**src/memTagStage_settings.svh**
```systemverilog
//**********************************************************
// Memory tag-access stage settings
// Widths, line geometry, legal address limit and the
// refill latency of the miss path
//**********************************************************

`ifndef MEMTAG_STAGE_SETTINGS_SVH
`define MEMTAG_STAGE_SETTINGS_SVH

// Byte address and order tag widths
`define MEMTAG_ADDR_WIDTH 32
`define MEMTAG_TAG_WIDTH 6

// Cache line size in bytes
`define MEMTAG_LINE_BYTES 16

// First byte address that may not be accessed
`define MEMTAG_LEGAL_LIMIT 32'h8000_0000

// Refill time from MSHR allocation, in unstalled cycles
`define MEMTAG_FILL_LATENCY 6
`define MEMTAG_FILL_CNT_WIDTH 3

`endif

```
**src/memTagPkg.sv**
```systemverilog
//**********************************************************
// Memory tag-access stage types
// Operation, environment, size, result and MSHR encodings
//**********************************************************

`default_nettype none

`include "memTagStage_settings.svh"

package memTagPkg;

    localparam int LineOffsetBits = $clog2(`MEMTAG_LINE_BYTES);
    localparam int LineWidth = `MEMTAG_ADDR_WIDTH - LineOffsetBits;

    typedef logic [`MEMTAG_ADDR_WIDTH-1:0] MemAddr;
    typedef logic [LineWidth-1:0] LineAddr;
    typedef logic [`MEMTAG_TAG_WIDTH-1:0] OpTag;

    typedef enum logic [1:0] {OpLoad, OpStore, OpEnv, OpFenceI} MemOpType;

    typedef enum logic [1:0] {EnvBreak, EnvCall, EnvMret, EnvIllegal} EnvCode;

    typedef enum logic [1:0] {SizeByte, SizeHalf, SizeWord} AccessSize;

    // Outcome handed to the commit logic
    typedef enum logic [3:0] {
        ExecNone,
        ExecSuccess,
        ExecRefetchThis,
        ExecRefetchNext,
        ExecTrapBreak,
        ExecTrapCall,
        ExecTrapMret,
        ExecFaultIllegalInsn,
        ExecFaultLoadMisaligned,
        ExecFaultLoadViolation,
        ExecFaultStoreMisaligned,
        ExecFaultStoreViolation
    } ExecState;

    typedef enum logic [1:0] {MshrIdle, MshrWaitFill, MshrFilled} MshrState;

endpackage

`default_nettype wire

```
**src/memTagOpIf.sv**
```systemverilog
//**********************************************************
// Registered memory operation bundle
// Carries the issued op and its lookup flags to the resolver
//**********************************************************

`timescale 1ns/100ps
`default_nettype none

interface memTagOpIf;
    import memTagPkg::*;

    logic      valid;
    MemOpType  opType;
    EnvCode    envCode;
    AccessSize size;
    MemAddr    addr;
    OpTag      tag;
    logic      dcHit;
    logic      forwarded;
    logic      forwardMiss;
    logic      conflict;

    modport pipe (output valid, opType, envCode, size, addr, tag,
                  dcHit, forwarded, forwardMiss, conflict);

    modport resolve (input valid, opType, envCode, size, addr, tag,
                     dcHit, forwarded, forwardMiss, conflict);

endinterface

`default_nettype wire

```
**src/memTagPipeReg.sv**
```systemverilog
//**********************************************************
// Issue pipeline register
// Captures the issued op and its lookup flags when unstalled
//**********************************************************

`timescale 1ns/100ps
`default_nettype none

module memTagPipeReg (
    input  logic                 clk,
    input  logic                 arstN,
    input  logic                 stall,
    input  logic                 issueValid,
    input  memTagPkg::MemOpType  issueOpType,
    input  memTagPkg::EnvCode    issueEnvCode,
    input  memTagPkg::AccessSize issueSize,
    input  memTagPkg::MemAddr    issueAddr,
    input  memTagPkg::OpTag      issueTag,
    input  logic                 dcHit,
    input  logic                 forwarded,
    input  logic                 forwardMiss,
    input  logic                 conflict,
    memTagOpIf.pipe              op
);
    import memTagPkg::*;

    always_ff @(posedge clk or negedge arstN) begin
        if (!arstN) begin
            op.valid <= 1'b0;
        end else if (!stall) begin
            op.valid <= issueValid;
        end
    end

    // Payload follows valid but needs no clear
    always_ff @(posedge clk) begin
        if (!stall) begin
            op.opType      <= issueOpType;
            op.envCode     <= issueEnvCode;
            op.size        <= issueSize;
            op.addr        <= issueAddr;
            op.tag         <= issueTag;
            op.dcHit       <= dcHit;
            op.forwarded   <= forwarded;
            op.forwardMiss <= forwardMiss;
            op.conflict    <= conflict;
        end
    end

endmodule

`default_nettype wire

```
**src/memTagFillTimer.sv**
```systemverilog
//**********************************************************
// Line fill timer
// Counts the refill latency and pulses when the line is in
//**********************************************************

`timescale 1ns/100ps
`default_nettype none

`include "memTagStage_settings.svh"

module memTagFillTimer (
    input  logic clk,
    input  logic arstN,
    input  logic stall,
    input  logic start,
    output logic fillDone
);
    logic                              busy;
    logic [`MEMTAG_FILL_CNT_WIDTH-1:0] count;

    // Last count value falls in the cycle before the FSM turns filled
    always_ff @(posedge clk or negedge arstN) begin
        if (!arstN) begin
            busy  <= 1'b0;
            count <= '0;
        end else if (start) begin
            busy  <= 1'b1;
            count <= `MEMTAG_FILL_CNT_WIDTH'(`MEMTAG_FILL_LATENCY - 1);
        end else if (busy && !stall) begin
            if (count == '0) begin
                busy <= 1'b0;
            end else begin
                count <= count - 1'b1;
            end
        end
    end

    // Frozen while the pipe is stalled
    assign fillDone = busy && !stall && (count == '0);

endmodule

`default_nettype wire

```
**src/memTagMissFsm.sv**
```systemverilog
//**********************************************************
// Single-entry MSHR
// Allocates on a load miss, waits for the refill and frees
// the line once a load has read it
//**********************************************************

`timescale 1ns/100ps
`default_nettype none

module memTagMissFsm (
    input  logic                clk,
    input  logic                arstN,
    input  logic                stall,
    input  logic                allocate,
    input  memTagPkg::LineAddr  missLine,
    input  logic                releaseLine,
    output memTagPkg::MshrState mshrState,
    output memTagPkg::LineAddr  mshrLine,
    output logic                fillReq,
    output memTagPkg::LineAddr  fillLine
);
    import memTagPkg::*;

    MshrState state;
    LineAddr  lineQ;
    logic     fillReqQ;
    logic     start;
    logic     fillDone;

    assign start = allocate && (state == MshrIdle);

    always_ff @(posedge clk or negedge arstN) begin
        if (!arstN) begin
            state <= MshrIdle;
        end else begin
            case (state)
                MshrIdle:     if (allocate) state <= MshrWaitFill;
                MshrWaitFill: if (fillDone) state <= MshrFilled;
                MshrFilled:   if (releaseLine) state <= MshrIdle;
                default:      state <= MshrIdle;
            endcase
        end
    end

    // Request lines up with the allocating load's result
    always_ff @(posedge clk or negedge arstN) begin
        if (!arstN) begin
            fillReqQ <= 1'b0;
        end else if (!stall) begin
            fillReqQ <= start;
        end
    end

    always_ff @(posedge clk) begin
        if (start) begin
            lineQ <= missLine;
        end
    end

    memTagFillTimer i_fillTimer (
        .clk      (clk),
        .arstN    (arstN),
        .stall    (stall),
        .start    (start),
        .fillDone (fillDone)
    );

    assign mshrState = state;
    assign mshrLine  = lineQ;
    assign fillReq   = fillReqQ && !stall;
    assign fillLine  = lineQ;

endmodule

`default_nettype wire

```
**src/memTagResolve.sv**
```systemverilog
//**********************************************************
// Tag-access resolver
// Turns hit, forward and conflict flags into an exec state,
// checks faults and drives the MSHR and replay controls
//**********************************************************

`timescale 1ns/100ps
`default_nettype none

`include "memTagStage_settings.svh"

module memTagResolve (
    input  logic                clk,
    input  logic                arstN,
    input  logic                stall,
    input  logic                flushAll,
    memTagOpIf.resolve          op,
    input  memTagPkg::MshrState mshrState,
    input  memTagPkg::LineAddr  mshrLine,
    output logic                allocate,
    output memTagPkg::LineAddr  missLine,
    output logic                releaseLine,
    output logic                resultValid,
    output memTagPkg::ExecState resultState,
    output memTagPkg::OpTag     resultTag,
    output logic                replayValid,
    output logic                replayMshr,
    output logic                orderViolation
);
    import memTagPkg::*;

    logic     update, isLoad, isStore;
    logic     illegalAddr, misaligned, mshrHit;
    logic     missReq, allocReq, releaseReq, violationReq;
    LineAddr  lineAddr;
    ExecState nextState;
    logic     validQ, replayQ, replayMshrQ, violationQ;
    ExecState stateQ;
    OpTag     tagQ;

    // A flushed op leaves no trace in the MSHR or the replay path
    assign update   = op.valid && !stall && !flushAll;
    assign isLoad   = (op.opType == OpLoad);
    assign isStore  = (op.opType == OpStore);
    assign lineAddr = op.addr[`MEMTAG_ADDR_WIDTH-1:LineOffsetBits];
    assign mshrHit  = (mshrState == MshrFilled) && (mshrLine == lineAddr);

    assign illegalAddr = (op.addr >= `MEMTAG_LEGAL_LIMIT);

    always_comb begin
        case (op.size)
            SizeHalf: misaligned = op.addr[0];
            SizeWord: misaligned = |op.addr[1:0];
            default:  misaligned = 1'b0;
        endcase
    end

    always_comb begin
        nextState    = ExecNone;
        missReq      = 1'b0;
        allocReq     = 1'b0;
        releaseReq   = 1'b0;
        violationReq = 1'b0;
        if (op.valid) begin
            case (op.opType)
                OpLoad: begin
                    if (op.forwarded) begin
                        nextState = op.forwardMiss ? ExecRefetchThis : ExecSuccess;
                    end else if (mshrHit) begin
                        nextState  = ExecSuccess;
                        releaseReq = 1'b1;
                    end else if (op.dcHit) begin
                        nextState = ExecSuccess;
                    end else begin
                        // Miss is replayed, MSHR taken only if free
                        nextState = ExecRefetchThis;
                        missReq   = 1'b1;
                        allocReq  = (mshrState == MshrIdle);
                    end
                end
                OpStore: begin
                    nextState    = op.conflict ? ExecRefetchNext : ExecSuccess;
                    violationReq = op.conflict;
                end
                OpEnv: begin
                    case (op.envCode)
                        EnvBreak: nextState = ExecTrapBreak;
                        EnvCall:  nextState = ExecTrapCall;
                        EnvMret:  nextState = ExecTrapMret;
                        default:  nextState = ExecFaultIllegalInsn;
                    endcase
                end
                default: nextState = ExecRefetchNext;
            endcase
            // Violation wins over misalignment
            if ((isLoad || isStore) && (nextState inside {ExecSuccess, ExecRefetchNext})) begin
                if (illegalAddr) begin
                    nextState = isLoad ? ExecFaultLoadViolation : ExecFaultStoreViolation;
                end else if (misaligned) begin
                    nextState = isLoad ? ExecFaultLoadMisaligned : ExecFaultStoreMisaligned;
                end
            end
        end
    end

    assign allocate    = update && allocReq;
    assign releaseLine = update && releaseReq;
    assign missLine    = lineAddr;

    always_ff @(posedge clk or negedge arstN) begin
        if (!arstN) begin
            validQ      <= 1'b0;
            replayQ     <= 1'b0;
            replayMshrQ <= 1'b0;
            violationQ  <= 1'b0;
        end else if (!stall) begin
            validQ      <= op.valid && !flushAll;
            replayQ     <= update && missReq;
            replayMshrQ <= allocate;
            violationQ  <= update && violationReq;
        end
    end

    always_ff @(posedge clk) begin
        if (!stall) begin
            stateQ <= nextState;
            tagQ   <= op.tag;
        end
    end

    // Held result shows only in the first unstalled cycle
    assign resultValid    = validQ && !stall;
    assign resultState    = stateQ;
    assign resultTag      = tagQ;
    assign replayValid    = replayQ && !stall;
    assign replayMshr     = replayMshrQ && !stall;
    assign orderViolation = violationQ && !stall;

endmodule

`default_nettype wire

```
**src/memTagStage.sv**
```systemverilog
//**********************************************************
// Memory tag-access stage top level
// Pipeline register, resolver and single MSHR
//**********************************************************

`timescale 1ns/100ps
`default_nettype none

module memTagStage (
    input  logic                 clk,
    input  logic                 arstN,
    input  logic                 stall,
    input  logic                 flushAll,
    input  logic                 issueValid,
    input  memTagPkg::MemOpType  issueOpType,
    input  memTagPkg::EnvCode    issueEnvCode,
    input  memTagPkg::AccessSize issueSize,
    input  memTagPkg::MemAddr    issueAddr,
    input  memTagPkg::OpTag      issueTag,
    input  logic                 dcHit,
    input  logic                 forwarded,
    input  logic                 forwardMiss,
    input  logic                 conflict,
    output logic                 resultValid,
    output memTagPkg::ExecState  resultState,
    output memTagPkg::OpTag      resultTag,
    output logic                 replayValid,
    output logic                 replayMshr,
    output logic                 orderViolation,
    output logic                 fillReq,
    output memTagPkg::LineAddr   fillLine
);
    import memTagPkg::*;

    logic     allocate;
    logic     releaseLine;
    LineAddr  missLine;
    LineAddr  mshrLine;
    MshrState mshrState;

    memTagOpIf opBus ();

    memTagPipeReg i_pipeReg (
        .clk, .arstN, .stall, .issueValid, .issueOpType, .issueEnvCode,
        .issueSize, .issueAddr, .issueTag, .dcHit, .forwarded,
        .forwardMiss, .conflict,
        .op (opBus.pipe)
    );

    memTagResolve i_resolve (
        .clk, .arstN, .stall, .flushAll,
        .op (opBus.resolve),
        .mshrState, .mshrLine, .allocate, .missLine, .releaseLine,
        .resultValid, .resultState, .resultTag, .replayValid,
        .replayMshr, .orderViolation
    );

    // Fill request leaves the stage directly from the MSHR
    memTagMissFsm i_missFsm (
        .clk, .arstN, .stall, .allocate, .missLine, .releaseLine,
        .mshrState, .mshrLine, .fillReq, .fillLine
    );

endmodule

`default_nettype wire

```
**config.mk**
```make
export PLATFORM = sky130hd
export DESIGN_NAME = memTagStage
export DESIGN_NICKNAME = d
export VERILOG_FILES = /design/src/memTagPkg.sv /design/src/memTagOpIf.sv /design/src/memTagPipeReg.sv /design/src/memTagFillTimer.sv /design/src/memTagMissFsm.sv /design/src/memTagResolve.sv /design/src/memTagStage.sv
export VERILOG_INCLUDE_DIRS = /design/src
export SDC_FILE = /design/constraint.sdc
export NUM_CORES = 1
export LEC_CHECK = 0
export ABC_CLOCK_PERIOD_IN_PS = 2100
export BUFFER_PORTS_ARGS = -buffer_cell sky130_fd_sc_hd__buf_2
export CORE_MARGIN = 3
export CORE_UTILIZATION = 30
export DETAILED_ROUTE_END_ITERATION = 12
export MAX_ROUTING_LAYER = met4
export PLACE_DENSITY = 0.51
export SETUP_SLACK_MARGIN = 0.15
export SLEW_MARGIN = 30
export SYNTH_ARGS = -nofsm -noshare
export SYNTH_HDL_FRONTEND = slang
export SYNTH_SLANG_ARGS = --single-unit
```
**constraint.sdc**
```tcl
create_clock -name clk -period 2.1 [get_ports clk]
set_input_delay 0.63 -clock clk [delete_from_list [all_inputs] [get_ports clk]]
set_output_delay 0.63 -clock clk [all_outputs]
set_load 0.03 [all_outputs]
```
# == After elaboration in Yosys (flattened, before gate mapping) ==
# Cells that the tools add are included.
# op_classes
addsub,1
mul,0
div,0
order_cmp,1
n_eq_ne,15
shift,0
muxes,40
n_bitwise,0
n_reduce_logical,31
# ops
operator,n
$ge 32x32->1 const B,1
$eq 28x28->1,1
$mux 4,6
$mux 1,19
$logic_and 1x1->1,17
$mux 2,8
$pmux 2 s3,2
$pmux 4 s3,1
$mux 3,3
$eq 2x1->1 const B,4
$eq 2x2->1 const B,4
$logic_not 2->1,3
$ne 2x1->1 const B,3
$reduce_bool 2->1,3
$eq 4x1->1 const B,1
$eq 4x2->1 const B,1
$reduce_and 2->1,2
$logic_not 3->1,1
$reduce_and 3->1,1
$sub 3x1->3 const B,1
$logic_not 1->1,2
$ne 2x2->1 const B,1
$pmux 1 s2,1
$reduce_or 2->1,1
$logic_or 1x1->1,1
# totals
ff_bits,98
latchBits,0
ramBits,0
mem_bits_ro,0
inputBits,53
wordCells,109
memories,0

# == Depth between registers and ports, before layout ==
# logic_depth
depth_word,10
depth_mapped,7
ltp_nobuf,7

# == Hierarchy ==
# A second synthesis with hierarchy kept.
# unflattened
hier_cells,270
hier_area_um2,4144.0
# by_module_without_submodules
mod,n_inst,cells_each,area_each_um2,seq_area_each_um2
memTagPipeReg,1,51,1485.2,1466.4
memTagResolve,1,127,1211.2,400.4
memTagMissFsm,1,69,1202.4,915.9
memTagFillTimer,1,23,245.2,100.1

# == Worst setup path before layout ==
# No wires, ideal clock.
# synth_path
kind,input port to flip-flop
startpoint,input port stall
endpoint,register i_missFsm.i_fillTimer.count[1]
setup_time_ps,127
arrival_time_ps,2340
required_ps,1973
slack_ps,-368
path_stages,4
n_path_buf,0
path_cell_list,inv_1 > nand3_1 > a21oi_1 > nor2_2
# synth_via
elab_chain_cells,7
word_cells_on_any_way,10
# synth_rtl
element,line,source
start: declaration,memTagStage.sv:12,"input logic stall,"
$logic_not 1->1 (*),n/a,
$logic_and 1x1->1 (2 in series),memTagResolve.sv:42,assign update = op.valid && !stall && !flushAll;
$logic_and 1x1->1,memTagResolve.sv:106,assign allocate = update && allocReq;
$logic_and 1x1->1,memTagMissFsm.sv:30,assign start = allocate && (state == MshrIdle);
$ne 2x2->1 (no line) or $reduce_bool 2->1 (tied branches),n/a,
$reduce_and 2->1 (no line),n/a,
end signal: assignment,memTagFillTimer.sv:28,count <= `MEMTAG_FILL_CNT_WIDTH'(`MEMTAG_FILL_LATENCY - 1);
end signal: assignment,memTagFillTimer.sv:33,count <= count - 1'b1;
end: declaration,memTagFillTimer.sv:19,logic [`MEMTAG_FILL_CNT_WIDTH-1:0] count;
# Mark *: on every way between the ends. The rest lies on a longest branch, timed or not.
# A chain may end at the register's enable or synchronous reset.

# == Final worst setup path ==
# layout_path
startpoint,register i_pipeReg.op.forwarded
endpoint,register i_missFsm.lineQ[9] (netlist: i_missFsm.fillLine[9]) (enable)
# layout_via
elab_chain_cells,5
# layout_rtl
element,line,source
start: declaration,memTagOpIf.sv:24,"dcHit, forwarded, forwardMiss, conflict);"
$mux 1,memTagResolve.sv:67,if (op.forwarded) begin
$mux 1,memTagResolve.sv:65,case (op.opType)
$mux 1,memTagResolve.sv:64,if (op.valid) begin
$logic_and 1x1->1,memTagResolve.sv:106,
$logic_and 1x1->1,memTagMissFsm.sv:30,
end signal: assignment,memTagMissFsm.sv:56,lineQ <= missLine;
end: declaration,memTagMissFsm.sv:25,LineAddr lineQ;
# Every way passes these cells.

==> results.sh <==
export IMPL_drt_total_wl_um=6570
export IMPL_worst_hold_path_type="primary input to asynchronous set/reset pin"
export IMPL_root_buffer="clkbuf_16"
export IMPL_diodes=0
export IMPL_core_area_um2=11500
export IMPL_drv_cap=0
export IMPL_clkTransAtPathRegs_ns=0.06
export IMPL_final_cell_mix="buf_2 (93), edfxtp_1 (84), xnor2_1 (29)"
export IMPL_dr_pass1_iters=4
export IMPL_syn_nets=263
export IMPL_cp_buffers_inverters=1
export IMPL_switching_share_pct=19.5
export IMPL_synth_edf_count=84
export IMPL_antenna_found_initial=0
export IMPL_worstMarginPinSlew_ns=0.314
export IMPL_maxClockFrequency_mhz=527
export IMPL_nNetsFinal=374
export IMPL_ys_warn_count=0
export IMPL_p_seq_share_pct=54.2
export IMPL_num_io_pins=96
export IMPL_crit_family="simple AND/OR/NAND/NOR gates"
export IMPL_die_area_um2=13300
export IMPL_crit_fanout=14
export IMPL_crit_chain="or3_4 > nand2b_4 > or3_4 > inv_6"
export IMPL_drv_slew=0
export IMPL_critical_path_arrival_ns=1.93
export IMPL_run_status="completed"
export IMPL_endpoint_kind="flip-flop"
export IMPL_worstPathRequired_ns=2.13
export IMPL_drive_above_1_share_pct=38.9
export IMPL_fin_crit_sh_pct=90.4
export IMPL_insertion_delay_ns=0.33
export IMPL_synthArstFlopShare_pct=12.5
export IMPL_multi_input_area_um2=719
export IMPL_vias_per_cell=4.29
export IMPL_cp_common_cell="or3_4"
export IMPL_pre_cts_ws_ns=-0.0562
export IMPL_dpl_hpwl_um=4610
export IMPL_pwr_share_clk_pct=40.4
export IMPL_path_depth=4
export IMPL_period_needed_ns=1.90
export IMPL_drc=0
export IMPL_detailroute_via_count=1991
export IMPL_ant_nets=0
export IMPL_power_frac_comb_pct=5.4
export IMPL_rr_worst_depth=4
export IMPL_synth_cells=206
export IMPL_cts_tree="yes"
export IMPL_synth_area_per_cell_um2=17.4
export IMPL_die_h_um=115
export IMPL_syn_area_um2=3580
export IMPL_setup_viol_count_final=0
export IMPL_worst_slack_ns=0.201
export IMPL_yosysSeqAreaShare_pct=78.9
export IMPL_cts_buffers=9
export IMPL_final_cell_count_no_fill=464
export IMPL_grt_pass1_vias=1923
export IMPL_seq_area_um2=2820
export IMPL_dp_cells=447
export IMPL_rows=39
export IMPL_power_density_nw_per_um2=893
export IMPL_crit_path_start_kind="flip-flop"
export IMPL_netSwitchingPower_uw=807
export IMPL_critPathKind="flip-flop to flip-flop"
export IMPL_gp_congestion=0.681
export IMPL_area_growth_syn_to_layout_pct=29.3
export IMPL_layout_commonest_cell="buf_2"
export IMPL_p_leak_nw=1.81
export IMPL_wire_per_inst_um=14.2
export IMPL_drt_iter0_drc=92
export IMPL_clock_skew_ns=0.00371
export IMPL_grt_use_total_pct=10.7
export IMPL_critPathSlowestCell="edfxtp_1"
export IMPL_grt_max_degree=40
export IMPL_nFillCells=1102
export IMPL_p_int_mw=3.32
export IMPL_grt_setup_unrepaired="true"
export IMPL_port_buffers=93
export IMPL_ir_worst_vdd_mv=0.358
export IMPL_grt_first_pass_wirelength_um=10100
export IMPL_htreeDepth=3
export IMPL_cts_hold_buf=0
export IMPL_die_width_um=115
export IMPL_hold_viol_final=0
export IMPL_max_stage_delay_ns=0.42
export IMPL_synth_seq_cells=96
export IMPL_clock_sinks=96
export IMPL_synthFlopType="edfxtp_1"
export IMPL_clk_path_buf_depth=2
export IMPL_synth_cell_type_count=34
export IMPL_overflow=0
export IMPL_initial_core_util_pct=31.1
export IMPL_fin_util_pct=40.2
export IMPL_max_slew_margin_rel_pct=78.9
## logic make-up after synthesis
logic type,Yosys count,share of synthesized area [%]
DFF,96,78.9
and+or+nand+nor,46,7.52
xor gates and xnor gates,30,7.35
AOI/OAI and AO/OA,18,3.08
buffers and inverters,11,1.43
adders and majority gates,4,1.40
muxes,1,0.315
## area by class of cell
class                      instances  share of cell area [%]
inverter                           9                    1.16
clock buffer                      11                    5.03
multi-input combinational         99                    15.6
tap                              143                    3.87
sequential                        96                    61.0
clock inverter                     4                    1.52
timing repair inverter             1                   0.189
timing repair buffer             101                    11.6
## power groups by stage
stage                     sequential (mW)  clock [mW]  combinational, mW
after floorplan                      2.30           0             0.0925
after global placement               2.27           0              0.223
after detailed placement             2.28           0              0.224
after CTS                            2.24        1.73              0.225
after global routing                 2.25        1.80              0.249
final                                2.24        1.67              0.222
## state kept, by name (all words and copies together), names as in the netlist, 2 cells and up
register and cells:
i_pipeReg.op.size 2, i_pipeReg.op.envCode 2, i_missFsm.fillLine 28, i_resolve.resultState 4, i_pipeReg.op.tag 6, i_missFsm.mshrState 2, i_resolve.resultTag 6, i_pipeReg.op.addr 30
i_pipeReg.op.opType 2, i_missFsm.i_fillTimer.count 3
## synth_stat cells (all sizes together), types with 2 or more instances
library cell  instances  share of area (%)
nand2b                4               0.91
nand3                 4               0.56
o21ai                 5               0.70
ha                    4                1.4
nand4                 7                1.2
nor2                  6               0.70
edfxtp               84                 71
dfrtp                12                8.4
nor3b                 2               0.42
or3                   2               0.49
a21oi                 4               0.56
xnor2                29                7.1
inv                   9                1.0
nor4                  2               0.35
nand2                11                1.2
a31oi                 3               0.52
nor2b                 5               0.87
## worst paths after layout
path                       slack (ns)                        endpoint              startpoint
hold / removal                   0.17  i_missFsm.i_fillTimer.count[0]                   arstN
hold reg to reg                  0.42          i_resolve.resultTag[3]     i_pipeReg.op.tag[3]
max in group asynchronous        1.71               i_resolve.replayQ                   arstN
setup / recovery                 0.20           i_missFsm.fillLine[9]  i_pipeReg.op.forwarded
setup reg to reg                 0.20           i_missFsm.fillLine[9]  i_pipeReg.op.forwarded
min in group clk                 0.42          i_resolve.resultTag[3]     i_pipeReg.op.tag[3]
## worst register-to-register path, cell delays in order, from the launching register on
cell      delay, ns
edfxtp_1       0.42
or3_4          0.42
nand2b_4       0.15
or3_4          0.42
inv_6          0.18
## stage by stage
stage	hold slack (ns)	TNS [ns]	instance area [um2]	total power, mW
2_1_floorplan	0.334	0	3590	2.39
3_3_place_gp	0.402	-1.29	4290	2.50
3_5_place_dp	0.405	-1.55	4290	2.50
4_1_cts	0.163	0	4620	4.20
5_1_grt	0.174	0	4620	4.30
6_report	0.170	0	4620	4.13
## repair_timing
action                                 CTS  global route
gates resized for setup                  2             2
gates cloned                             1             0
endpoints found under the hold margin    0             0
setup endpoints to repair               28            16
buffers inserted                         0             1
## routing by layer
metal | track usage [%] | vias up | wire (um)
li1 | - | 980 | -
met1 | 14.0 | 942 | 3120
met2 | 14.8 | 59 | 2920
met3 | 3.11 | 10 | 408
met4 | 5.87 | 0 | 126
met5 | - | - | 0
Power figures use the tool's default switching activity.
